## src/source/sdr_pkg.sv

```systemverilog
package sdr_pkg;

    ////////////////////
    // ecpu opcodes
    ////////////////////

    // 4-bit opcode carried in every command word
    typedef enum logic [3:0] {
        NOP        = 4'd0,
        SET_CTRL   = 4'd1,
        GET_CTRL   = 4'd2,
        GET_STATUS = 4'd3,
        GET_CTR0   = 4'd4,
        GET_CTR1   = 4'd5,
        GET_CTR2   = 4'd6,
        GET_CTR3   = 4'd7,
        GET_SRQ    = 4'd8,
        CTR_ENA    = 4'd9,
        CTR_DIS    = 4'd10,
        CTR_CLR    = 4'd11,
        CLR_OVFL   = 4'd12
    } op_e;

    ////////////////////
    // control bits
    ////////////////////

    // bit positions inside the global control register
    localparam int CTRL_OSC_EN    = 0;
    localparam int CTRL_EEPROM_WP = 1;
    localparam int CTRL_SND_INTR  = 2;

    ////////////////////
    // bus words
    ////////////////////

    // command word from the cpu, opcode plus top-of-stack operand
    typedef struct packed {
        op_e         op;
        logic [15:0] tos;
    } cmd_t;

    // decoded stage contents, one strobe per action
    typedef struct packed {
        logic        wr_ctrl;
        logic        clr_ovfl;
        logic        ctr_ena;
        logic        ctr_dis;
        logic        ctr_clr;
        logic        rd;
        // read opcode, NOP when the stage is not a read
        op_e         rd_sel;
        logic [15:0] tos;
    } bus_op_t;

    // status word as the cpu sees it, msb first
    typedef struct packed {
        logic       rx_overflow;
        logic       ctr_ena;
        logic       srq_noted;
        logic       reserved;
        logic [7:0] fpga_ver;
        logic [3:0] fpga_id;
    } status_t;

    // response word, tagged with the read opcode
    typedef struct packed {
        op_e         op;
        logic [15:0] data;
    } rsp_t;

endpackage

```

## src/source/cmd_ingress.sv

```systemverilog
`timescale 1ns/1ps

module cmd_ingress (
    input  logic             cpu_clk,
    input  logic             rx_orst,
    input  sdr_pkg::cmd_t    cmd,
    input  logic             cmd_valid,
    output logic             cmd_ready,
    input  logic             adv,
    output logic             stage_valid,
    output sdr_pkg::bus_op_t bus_op
);

    sdr_pkg::bus_op_t dec;
    logic             accept;

    ////////////////////
    // handshake
    ////////////////////

    // stage can take a new command when empty or leaving this cycle
    assign cmd_ready = !stage_valid || adv;
    assign accept    = cmd_valid && cmd_ready;

    ////////////////////
    // opcode decode
    ////////////////////

    always_comb
    begin
        // unknown opcodes and NOP fall through as an all-zero op
        dec     = '0;
        dec.tos = cmd.tos;
        case (cmd.op)
            sdr_pkg::SET_CTRL: dec.wr_ctrl  = 1'b1;
            sdr_pkg::CLR_OVFL: dec.clr_ovfl = 1'b1;
            sdr_pkg::CTR_ENA:  dec.ctr_ena  = 1'b1;
            sdr_pkg::CTR_DIS:  dec.ctr_dis  = 1'b1;
            sdr_pkg::CTR_CLR:  dec.ctr_clr  = 1'b1;
            sdr_pkg::GET_CTRL, sdr_pkg::GET_STATUS, sdr_pkg::GET_SRQ,
            sdr_pkg::GET_CTR0, sdr_pkg::GET_CTR1, sdr_pkg::GET_CTR2,
            sdr_pkg::GET_CTR3:
            begin
                // reads keep their opcode for the egress mux and the tag
                dec.rd     = 1'b1;
                dec.rd_sel = cmd.op;
            end
            default:
            begin
                dec.rd = 1'b0;
            end
        endcase
    end

    ////////////////////
    // stage register
    ////////////////////

    // occupancy flag
    always_ff @(posedge cpu_clk)
    begin
        if (rx_orst)
            stage_valid <= 1'b0;
        else if (accept)
            stage_valid <= 1'b1;
        else if (adv)
            stage_valid <= 1'b0;
    end

    // decoded payload, qualified by stage_valid downstream
    always_ff @(posedge cpu_clk)
    begin
        if (accept)
            bus_op <= dec;
    end

    // a held op never carries two actions at once
    assert property (@(posedge cpu_clk) disable iff (rx_orst)
        stage_valid |-> $onehot0({bus_op.wr_ctrl, bus_op.clr_ovfl, bus_op.ctr_ena,
                                  bus_op.ctr_dis, bus_op.ctr_clr, bus_op.rd}));

endmodule

```

## src/source/ctrl_status_regs.sv

```systemverilog
`timescale 1ns/1ps

module ctrl_status_regs #(
    parameter logic [7:0] FPGA_VER = 8'h5A,
    parameter logic [3:0] FPGA_ID  = 4'h3
) (
    input  logic             cpu_clk,
    input  logic             rx_orst,
    input  sdr_pkg::bus_op_t bus_op,
    input  logic             apply,
    input  logic             adc_ovfl,
    input  logic             host_srq,
    input  logic             ctr_ena,
    output logic [15:0]      ctrl,
    output sdr_pkg::status_t status,
    output logic             srq_noted
);

    logic rx_overflow;
    logic wr_ctrl_go;
    logic clr_ovfl_go;
    logic srq_rd_go;

    ////////////////////
    // strobe qualify
    ////////////////////

    // strobes act only on the edge where the stage retires
    assign wr_ctrl_go  = apply && bus_op.wr_ctrl;
    assign clr_ovfl_go = apply && bus_op.clr_ovfl;

    // a GET_SRQ read also consumes the latched request
    assign srq_rd_go = apply && bus_op.rd && (bus_op.rd_sel == sdr_pkg::GET_SRQ);

    ////////////////////
    // global control
    ////////////////////

    // drives osc enable, eeprom write-protect, sound interrupt
    always_ff @(posedge cpu_clk)
    begin
        if (rx_orst)
            ctrl <= '0;
        else if (wr_ctrl_go)
            ctrl <= bus_op.tos;
    end

    ////////////////////
    // sticky overflow
    ////////////////////

    // any overflow pulse is collected until the cpu clears it
    always_ff @(posedge cpu_clk)
    begin
        if (rx_orst)
            rx_overflow <= 1'b0;
        else if (clr_ovfl_go)
            // overflow in the clear cycle survives the clear
            rx_overflow <= adc_ovfl;
        else
            rx_overflow <= rx_overflow | adc_ovfl;
    end

    ////////////////////
    // service request
    ////////////////////

    always_ff @(posedge cpu_clk)
    begin
        if (rx_orst)
            srq_noted <= 1'b0;
        else if (srq_rd_go)
            // read hands back the old value, new request stays noted
            srq_noted <= host_srq;
        else
            srq_noted <= srq_noted | host_srq;
    end

    ////////////////////
    // status word
    ////////////////////

    always_comb
    begin
        status             = '0;
        status.rx_overflow = rx_overflow;
        status.ctr_ena     = ctr_ena;
        status.srq_noted   = srq_noted;
        // spare bit always reads zero
        status.reserved    = 1'b0;
        status.fpga_ver    = FPGA_VER;
        status.fpga_id     = FPGA_ID;
    end

    // the flag only drops because a CLR_OVFL retired on that edge
    assert property (@(posedge cpu_clk) disable iff (rx_orst)
        $fell(rx_overflow) |-> $past(clr_ovfl_go));

endmodule

```

## src/source/cpu_cycle_counters.sv

```systemverilog
`timescale 1ns/1ps

module cpu_cycle_counters (
    input  logic             cpu_clk,
    input  logic             rx_orst,
    input  sdr_pkg::bus_op_t bus_op,
    input  logic             apply,
    output logic [31:0]      ctr0,
    output logic [31:0]      ctr1,
    output logic             ctr_ena
);

    logic clr_go;

    // clear event from the retiring stage
    assign clr_go = apply && bus_op.ctr_clr;

    ////////////////////
    // counters
    ////////////////////

    // ctr0 is free running, ctr1 only counts busy cycles
    // load is ctr1 over ctr0 across the same window
    always_ff @(posedge cpu_clk)
    begin
        if (rx_orst || clr_go)
        begin
            ctr0 <= '0;
            ctr1 <= '0;
        end
        else
        begin
            ctr0 <= ctr0 + 32'd1;
            ctr1 <= ctr1 + {31'd0, ctr_ena};
        end
    end

    ////////////////////
    // enable
    ////////////////////

    always_ff @(posedge cpu_clk)
    begin
        if (rx_orst)
            ctr_ena <= 1'b0;
        else if (apply && bus_op.ctr_ena)
            ctr_ena <= 1'b1;
        else if (apply && bus_op.ctr_dis)
            ctr_ena <= 1'b0;
    end

    // gated count can never overtake the free-running one
    assert property (@(posedge cpu_clk) disable iff (rx_orst)
        ctr1 <= ctr0);

endmodule

```

## src/source/read_egress.sv

```systemverilog
`timescale 1ns/1ps

module read_egress (
    input  logic             cpu_clk,
    input  logic             rx_orst,
    input  logic             stage_valid,
    input  sdr_pkg::bus_op_t bus_op,
    input  logic [15:0]      ctrl,
    input  sdr_pkg::status_t status,
    input  logic             srq_noted,
    input  logic [31:0]      ctr0,
    input  logic [31:0]      ctr1,
    output logic             adv,
    output sdr_pkg::rsp_t    rsp,
    output logic             rsp_valid,
    input  logic             rsp_ready
);

    logic [15:0] rd_data;
    logic        capture;

    ////////////////////
    // stage advance
    ////////////////////

    // only a read waits, and only while a held response is stalled
    assign adv     = !stage_valid || !bus_op.rd || !rsp_valid || rsp_ready;
    assign capture = stage_valid && bus_op.rd && adv;

    ////////////////////
    // read mux
    ////////////////////

    // counter reads interleave byte k of both counters
    always_comb
    begin
        case (bus_op.rd_sel)
            sdr_pkg::GET_CTRL:   rd_data = ctrl;
            sdr_pkg::GET_STATUS: rd_data = status;
            sdr_pkg::GET_CTR0:   rd_data = {ctr1[7:0], ctr0[7:0]};
            sdr_pkg::GET_CTR1:   rd_data = {ctr1[15:8], ctr0[15:8]};
            sdr_pkg::GET_CTR2:   rd_data = {ctr1[23:16], ctr0[23:16]};
            sdr_pkg::GET_CTR3:   rd_data = {ctr1[31:24], ctr0[31:24]};
            sdr_pkg::GET_SRQ:    rd_data = {15'd0, srq_noted};
            default:             rd_data = '0;
        endcase
    end

    ////////////////////
    // response holding
    ////////////////////

    always_ff @(posedge cpu_clk)
    begin
        if (rx_orst)
            rsp_valid <= 1'b0;
        else if (capture)
            rsp_valid <= 1'b1;
        else if (rsp_ready)
            rsp_valid <= 1'b0;
    end

    // sampled on the same edge the read's strobes apply
    always_ff @(posedge cpu_clk)
    begin
        if (capture)
        begin
            rsp.op   <= bus_op.rd_sel;
            rsp.data <= rd_data;
        end
    end

    // stalled response is held unchanged until taken
    assert property (@(posedge cpu_clk) disable iff (rx_orst)
        rsp_valid && !rsp_ready |=> rsp_valid && $stable(rsp));

endmodule

```

## src/source/sdr_ctrl_top.sv

```systemverilog
`timescale 1ns/1ps

module sdr_ctrl_top #(
    parameter logic [7:0] FPGA_VER = 8'h5A,
    parameter logic [3:0] FPGA_ID  = 4'h3
) (
    input  logic          cpu_clk,
    input  logic          rx_orst,
    input  sdr_pkg::cmd_t cmd,
    input  logic          cmd_valid,
    output logic          cmd_ready,
    output sdr_pkg::rsp_t rsp,
    output logic          rsp_valid,
    input  logic          rsp_ready,
    input  logic          adc_ovfl,
    input  logic          host_srq,
    input  logic          dev_intr,
    output logic          adc_clken,
    output logic          ewp,
    output logic          snd_intr
);

    sdr_pkg::bus_op_t bus_op;
    sdr_pkg::status_t status;
    logic             stage_valid;
    logic             adv;
    logic             apply;
    logic [15:0]      ctrl;
    logic             srq_noted;
    logic [31:0]      ctr0;
    logic [31:0]      ctr1;
    logic             ctr_ena;

    // strobes fire when a held stage retires
    assign apply = stage_valid && adv;

    ////////////////////
    // command side
    ////////////////////

    cmd_ingress u_ingress (
        .cpu_clk     (cpu_clk),
        .rx_orst     (rx_orst),
        .cmd         (cmd),
        .cmd_valid   (cmd_valid),
        .cmd_ready   (cmd_ready),
        .adv         (adv),
        .stage_valid (stage_valid),
        .bus_op      (bus_op)
    );

    ////////////////////
    // registers
    ////////////////////

    ctrl_status_regs #(
        .FPGA_VER (FPGA_VER),
        .FPGA_ID  (FPGA_ID)
    ) u_regs (
        .cpu_clk   (cpu_clk),
        .rx_orst   (rx_orst),
        .bus_op    (bus_op),
        .apply     (apply),
        .adc_ovfl  (adc_ovfl),
        .host_srq  (host_srq),
        .ctr_ena   (ctr_ena),
        .ctrl      (ctrl),
        .status    (status),
        .srq_noted (srq_noted)
    );

    cpu_cycle_counters u_ctrs (
        .cpu_clk (cpu_clk),
        .rx_orst (rx_orst),
        .bus_op  (bus_op),
        .apply   (apply),
        .ctr0    (ctr0),
        .ctr1    (ctr1),
        .ctr_ena (ctr_ena)
    );

    ////////////////////
    // response side
    ////////////////////

    read_egress u_egress (
        .cpu_clk     (cpu_clk),
        .rx_orst     (rx_orst),
        .stage_valid (stage_valid),
        .bus_op      (bus_op),
        .ctrl        (ctrl),
        .status      (status),
        .srq_noted   (srq_noted),
        .ctr0        (ctr0),
        .ctr1        (ctr1),
        .adv         (adv),
        .rsp         (rsp),
        .rsp_valid   (rsp_valid),
        .rsp_ready   (rsp_ready)
    );

    ////////////////////
    // board pins
    ////////////////////

    assign adc_clken = ctrl[sdr_pkg::CTRL_OSC_EN];
    assign ewp       = ctrl[sdr_pkg::CTRL_EEPROM_WP];
    // sound interrupt can also come straight from the device
    assign snd_intr  = ctrl[sdr_pkg::CTRL_SND_INTR] | dev_intr;

endmodule

```

## config.mk

```make
export PLATFORM = sky130hd
export DESIGN_NAME = sdr_ctrl_top
export DESIGN_NICKNAME = d
export VERILOG_FILES = /design/src/source/sdr_pkg.sv /design/src/source/cmd_ingress.sv /design/src/source/ctrl_status_regs.sv /design/src/source/cpu_cycle_counters.sv /design/src/source/read_egress.sv /design/src/source/sdr_ctrl_top.sv
export SDC_FILE = /design/constraint.sdc
export NUM_CORES = 1
export LEC_CHECK = 0
export BUFFER_PORTS_ARGS = -buffer_cell sky130_fd_sc_hd__buf_2
export CAP_MARGIN = 20
export CELL_PAD_IN_SITES_DETAIL_PLACEMENT = 1
export CELL_PAD_IN_SITES_GLOBAL_PLACEMENT = 1
export CORE_MARGIN = 5
export CORE_UTILIZATION = 43
export CTS_BUF_LIST = sky130_fd_sc_hd__clkbuf_16
export DETAILED_ROUTE_END_ITERATION = 6
export MAX_ROUTING_LAYER = met4
export PLACE_DENSITY = 0.79
export SYNTH_ARGS = -nofsm -noshare
export SYNTH_HDL_FRONTEND = slang
export SYNTH_HIERARCHICAL = 1
export SYNTH_SLANG_ARGS = --single-unit
```

## constraint.sdc

```tcl
create_clock -name cpu_clk -period 2.1 [get_ports cpu_clk]
set_input_delay 0.21 -clock cpu_clk [delete_from_list [all_inputs] [get_ports cpu_clk]]
set_output_delay 0.21 -clock cpu_clk [all_outputs]
set_load 0.02 [all_outputs]
```

==> metrics.txt, run 1 <==
outcome completed; ANT cells 0; f_max 493 MHz; Yosys reg bits 131; Post-DRT Antenna Nets 0; Worst R2R Path Depth 4; H-tree levels 4; Max Root-Sink Buffers 2; Die Height 133 um; Post-Route WL 21.9 mm; vias per cell 6.17; I/O pin cnt 52; crit path cell chain nand4_4 > or4_4 > or4_1 > a21oi_1; Mapped Area 0.00646 mm^2; total global-route track usage 0.255; worst-path maximum fanout 12; Util after Layout 0.548; number of synthesized flops with an enable pin 46; fillcell total 1611; grt peak-use layer met2; Initial DRT Pass Iterations 5; Power Density 840 mW/mm^2; pin count of the biggest net entering global routing 37; vias in the first global route 6052; PnR Total Power 6.73 mW; worst hold path cell count 2; fin crit share 0.967; DP Worst Slack 0.0296 ns; Final WS setup 0.0698 ns; fin area 0.00802 mm^2; Post-Place Cell Area 0.00709 mm^2; global-route met1 utilization 0.291; Arr. time, crit path 2.39 ns; FF/Latch Area 0.00309 mm^2; Layout area overhead 24.1%; CTS tree built; final hold vios 0; Post-Syn Area per Cell 10.2 um^2; share of cells above drive strength 1 0.250; Reg2Reg Setup Slack 0.07 ns; fin crit period 2.03 ns; met3 Use GR 0.0550; GP Congestion 0.927; cell taking the most area after synthesis dfxtp_1; # rows 44; Min-Delay Endpoint u_regs/rx_overflow$_SDFF_PP0_; Crit. End Element register; FFs w/ async S/R, synth 0; grt ovf 0; Seq/Total Area, Yosys 0.477; Worst-Skew Late Latency 0.43 ns; port bufs 51; GR Layer Usage met2 0.425; Critical Path Start u_ctrs/ctr1[7]$_SDFF_PP0_; static leakage 2.87 nW; Yosys top cell area share 0.263; leading post-synthesis cells by cell area dfxtp_1, edfxtp_1, nand3_1, a21oi_1, or4_1; via count 5743; starting density of the core 0.441; Startpoint Class register; synth unique cells 65; CP required 2.46 ns; die area 0.0176 mm^2; CP Class register to register; fin. max-slew vios 0; Sink Count 131; worst clock skew 0.00664 ns; final setup violation count 0; routed len/inst 23.5 um; area of the multi-input gates 0.00308 mm^2; root buffer cell clkbuf_16; DP HPWL 14.0 mm; Reg clk slew, reported paths 0.06 ns; Critical-path top delay cell or4_4; r2r startpoint u_ctrs/ctr1[7]$_SDFF_PP0_; Main synth FF type dfxtp_1; die width 133 um; initial DRC count 475; Worst Tran Pin Value 0.733 ns; core area 0.0146 mm^2; YS warnings 6; hold path start adc_ovfl; hold_ws 0.0183 ns; initial antenna violation count 0; Cells after Synth 633; global-route wire length before repair 34.1 mm; maxcap violations 0; Max-slew headroom 0.511; fin nets 764; CTS Buf Count 17; HP Class primary input to register; Worst path max stage delay 0.65 ns; Worst VDD drop 706 uV; Worst R2R End u_ctrs/ctr1[28]$_SDFF_PP0_; DRC 0
==> power by group <==
group | total [mW] | internal, mW | switching [mW]
logic | 0.345 | 0.138 | 0.207
clock network | 3.67 | 2.46 | 1.21
registers | 2.72 | 2.68 | 0.0392
total | 6.73 | 5.28 | 1.45
==> layout by cell type, fill, tap and decap left out, drive strengths merged, types with 6 or more instances in the layout <==
master / n
nand3: 41
mux2: 17
nor4: 9
o21ai: 10
inv: 12
conb: 13
or4: 28
bufinv: 8
and4: 8
mux2i: 6
o31ai: 22
xnor2: 12
a221o: 6
a21bo: 16
clkinv: 6
nand2b: 7
a21oi: 52
o211ai: 9
buf: 103
nand4: 20
nor3: 6
dlygate4sd3: 16
nor2: 36
a22o: 8
xor2: 11
dfxtp: 85
edfxtp: 46
nand2: 39
a22oi: 19
or3: 8
clkbuf: 17
and2: 7
==> registers in the layout, summed over array words and instances, names as in the netlist <==
register / flops
u_ctrs/ctr0: 32
u_ctrs/ctr1: 32
u_ctrs/ctr_ena: 1
u_egress/rsp: 20
u_egress/rsp_valid: 1
u_ingress/bus_op: 26
u_ingress/stage_valid: 1
u_regs/ctrl: 16
u_regs/rx_overflow: 1
u_regs/srq_noted: 1
==> layout make-up <==
class,count,area share
flip-flops and latches,131,0.386
multi-input cells,453,0.385
inverters,12,0.00562
repair buffers,119,0.107
clock inverters,15,0.0356
clock buffers,17,0.0531
well taps,184,0.0287
==> per-layer routing <==
| metal | share of wire | wire length, um | up-vias |
|---|---|---|---|
| li1 | - | - | 2584 |
| met1 | 0.39 | 8560 | 2873 |
| met2 | 0.51 | 11200 | 217 |
| met3 | 0.052 | 1140 | 69 |
| met4 | 0.046 | 1000 | 0 |
| met5 | 0 | 0 | - |
==> logic make-up after synthesis <==
logic type                 synth area share
AOI/OAI and AO/OA                     0.175
xor gates and xnor gates             0.0312
adders and majority gates           0.00581
buffers and inverters                0.0583
DFF                                   0.477
muxes                                0.0418
other                               0.00116
and+or+nand+nor                       0.209
==> metrics by stage <==
step           setup TNS, ns  instances
2_1_floorplan              0        644
3_3_place_gp               0        879
3_5_place_dp               0        879
4_1_cts                    0        927
5_1_grt            -0.000646        931
6_report                   0        931
==> what timing repair did <==
item,4_1_cts,5_1_grt
buffers inserted,0,2
hold buffers,16,0
pin swaps,0,2
resized for setup,1,9
gates cloned,0,2
setup endpoints to repair,3,16
hold endpoints to repair,16,0
==> synthesized netlist by cell type, types with 6 or more instances <==
cell and count:
a21bo_1 12, a21oi_1 40, a21oi_2 12, a221o_1 6, a22o_1 8, a22oi_1 19
and2_1 7, and4_1 8, buf_2 9, buf_4 18, buf_6 7, clkbuf_1 12
dfxtp_1 85, edfxtp_1 46, inv_1 12, mux2_2 12, mux2i_1 6, nand2_1 39
nand2b_1 6, nand3_1 41, nand4_1 19, nor2_1 36, nor3_1 6, nor4_1 9
o211ai_1 9, o21ai_0 10, o31ai_1 22, or3_1 8, or4_1 25, xnor2_1 12
xor2_1 11
==> how the worst max path moves through the flow <==
| stage | endpoint | slack [ns] | depth (start not counted) |
|---|---|---|---|
| finish | u_ctrs/ctr1[28]$_SDFF_PP0_ | 0.07 | 4 |
| global route | u_ctrs/ctr1[31]$_SDFF_PP0_ | -0.0006 | 4 |
| CTS | u_ctrs/ctr1[28]$_SDFF_PP0_ | 0.01 | 4 |
| detailed placement | u_ctrs/ctr1[30]$_SDFF_PP0_ | 0.03 | 4 |
| global placement | u_ctrs/ctr1[21]$_SDFF_PP0_ | 0.13 | 4 |
| floorplan | u_ctrs/ctr1[27]$_SDFF_PP0_ | 0.13 | 5 |
==> worst max-delay path, delay by kind of cell, from the launching register on <==
family | cells | cell delay [ns]
and+or+nand+nor | 3 | 1.33
DFF | 1 | 0.45
AOI/OAI and AO/OA | 1 | 0.17
No activity file was read; power rests on OpenSTA's default activity.
==> run 2, diff against run 1 <==
--- a/config.mk
+++ b/config.mk
@@ -11,10 +11,10 @@
 export CELL_PAD_IN_SITES_GLOBAL_PLACEMENT = 1
 export CORE_MARGIN = 5
 export CORE_UTILIZATION = 43
-export CTS_BUF_LIST = sky130_fd_sc_hd__clkbuf_16
 export DETAILED_ROUTE_END_ITERATION = 6
 export MAX_ROUTING_LAYER = met4
 export PLACE_DENSITY = 0.79
+export RECOVER_POWER = 100
 export SYNTH_ARGS = -nofsm -noshare
 export SYNTH_HDL_FRONTEND = slang
 export SYNTH_HIERARCHICAL = 1
==> metrics.txt, run 2 (synthesized netlist as in run 1, its figures left out) <==
fin crit period 2.04 ns (was 2.03 ns); total global-route track usage 0.250 (was 0.255); share of cells above drive strength 1 0.187 (was 0.250); ANT cells 0 (unchanged); GP Congestion 0.927 (unchanged); CTS tree built (unchanged); core area 0.0146 mm^2 (unchanged); die area 0.0176 mm^2 (unchanged); Crit. End Element register (unchanged); outcome completed (unchanged); length of routed met3 wiring 923 um (was 1.14 mm); Power Density 855 mW/mm^2 (was 840 mW/mm^2); CTS Buf Count 17 (unchanged); HP Class primary input to register (unchanged); die width 133 um (unchanged); Sink Count 131 (unchanged); Util after Layout 0.539 (was 0.548); vias in the first global route 6016 (was 6052); I/O pin cnt 52 (unchanged); initial DRC count 448 (was 475); root buffer cell clkbuf_16 (unchanged); final setup violation count 0 (unchanged); DRC 0 (unchanged); Post-Route WL 21.4 mm (was 21.9 mm); Max-slew headroom 0.296 (was 0.511); Die Height 133 um (unchanged); met1 WL 8.81 mm (was 8.56 mm); grt ovf 0 (unchanged); vias per cell 6.08 (was 6.17); maxcap violations 0 (unchanged); Worst-Skew Late Latency 0.43 ns (about the same); most common library cell in the layout ignoring fill and taps dfxtp_1 (unchanged); Post-DRT Antenna Nets 0 (unchanged); commonest cells after routing, fill and taps aside dfxtp_1, a21oi_1, edfxtp_1, nand3_1 (was dfxtp_1, buf_2, buf_4, edfxtp_1); initial antenna violation count 0 (unchanged); wire length on met2 11.0 mm (was 11.2 mm); starting density of the core 0.441 (unchanged); CP Class register to register (unchanged); worst-path maximum fanout 6 (was 12); Top Metal Used met4 (unchanged); final hold vios 0 (unchanged); worst clock skew 0.00806 ns (was 0.00664 ns); # rows 44 (unchanged); DP HPWL 14.0 mm (unchanged); Worst VDD drop 613 uV (was 706 uV); static leakage 2.75 nW (was 2.87 nW); setup TNS 0 ns (unchanged); via count 5658 (was 5743); fin crit share 0.969 (was 0.967); CP required 2.46 ns (about the same); Worst Tran Pin Value 1.05 ns (was 0.733 ns); Max Root-Sink Buffers 2 (unchanged); Layout area overhead 22.3% (was 24.1%); Initial DRT Pass Iterations 5 (unchanged); fin nets 764 (unchanged); Arr. time, crit path 2.39 ns (about the same); H-tree levels 4 (unchanged); Startpoint Class register (unchanged); pin count of the biggest net entering global routing 37 (unchanged); routed len/inst 22.9 um (was 23.5 um); fin area 0.00790 mm^2 (was 0.00802 mm^2); Post-Place Cell Area 0.00709 mm^2 (unchanged); PnR Total Power 6.75 mW (was 6.73 mW); global-route wire length before repair 33.5 mm (was 34.1 mm); fin. max-slew vios 0 (unchanged); Reg clk slew, reported paths 0.06 ns (about the same); f_max 491 MHz (was 493 MHz); top flop regs u_ctrs/ctr0 x32, u_ctrs/ctr1 x32, u_ingress/bus_op x26 (unchanged); port bufs 51 (unchanged)
==> run 2: worst paths after layout <==
path	from	end	depth (start not counted)	slack, ns
worst min-delay path	cmd_valid	u_ingress/stage_valid$_SDFFE_PP0P_	3	0.01
worst max register to register	u_ctrs/ctr1[10]$_SDFF_PP0_	u_ctrs/ctr1[29]$_SDFF_PP0_	4	0.06
worst max-delay path	u_ctrs/ctr1[10]$_SDFF_PP0_	u_ctrs/ctr1[29]$_SDFF_PP0_	4	0.06
worst min register to register	u_ctrs/ctr0[31]$_SDFF_PP0_	u_ctrs/ctr0[31]$_SDFF_PP0_	2	0.49
==> run 2: layer usage <==
layer	global-route usage	vias to the layer above
met5	-	-
met4	0.0849	0
met3	0.0592	49
met2	0.423	168
met1	0.292	2854
li1	-	2587
==> run 2: report_power, final <==
group / switching (mW) / internal [mW] / total, mW / leakage [nW]
combinational: 0.202 / 0.123 / 0.325 / 1.27
clock: 1.21 / 2.49 / 3.71 / 0.345
sequential: 0.0386 / 2.68 / 2.72 / 1.14
==> run 2: per-stage QoR <==
step	hold slack (ns)	setup WS [ns]	cells
after floorplan	0.279	0.126	644
after global placement	0.386	0.129	879
after detailed placement	0.389	0.0296	879
after CTS	0.00199	0.0138	927
after global routing	0.0205	-0.00679	931
final	0.0149	0.0646	931
==> run 2: final cells by class <==
type	instances	area, um^2
Fill cell	1639	6750
Sequential cell	131	3090
Multi-Input combinational cell	453	3040
Timing Repair Buffer	119	766
Clock buffer	18	439
Clock inverter	14	282
Tap cell	184	230
Inverter	12	45.0
==> run 2: worst max-delay path, cell delays in order, from the launching register on <==
cell and delay (ns):
dfxtp_4 0.38, nand4_1 0.22, or4_4 0.66, or4_1 0.54, a21oi_1 0.16
==> run 2: what timing repair did <==
| item | in CTS | in global routing |
|---|---|---|
| endpoints found under the setup margin | 3 | 12 |
| hold buffers | 16 | 1 |
| gates cloned | 0 | 2 |
| hold endpoints to repair | 16 | 1 |
| buffers inserted | 0 | 1 |
| gates resized for setup | 1 | 9 |
| pin swaps | 0 | 2 |
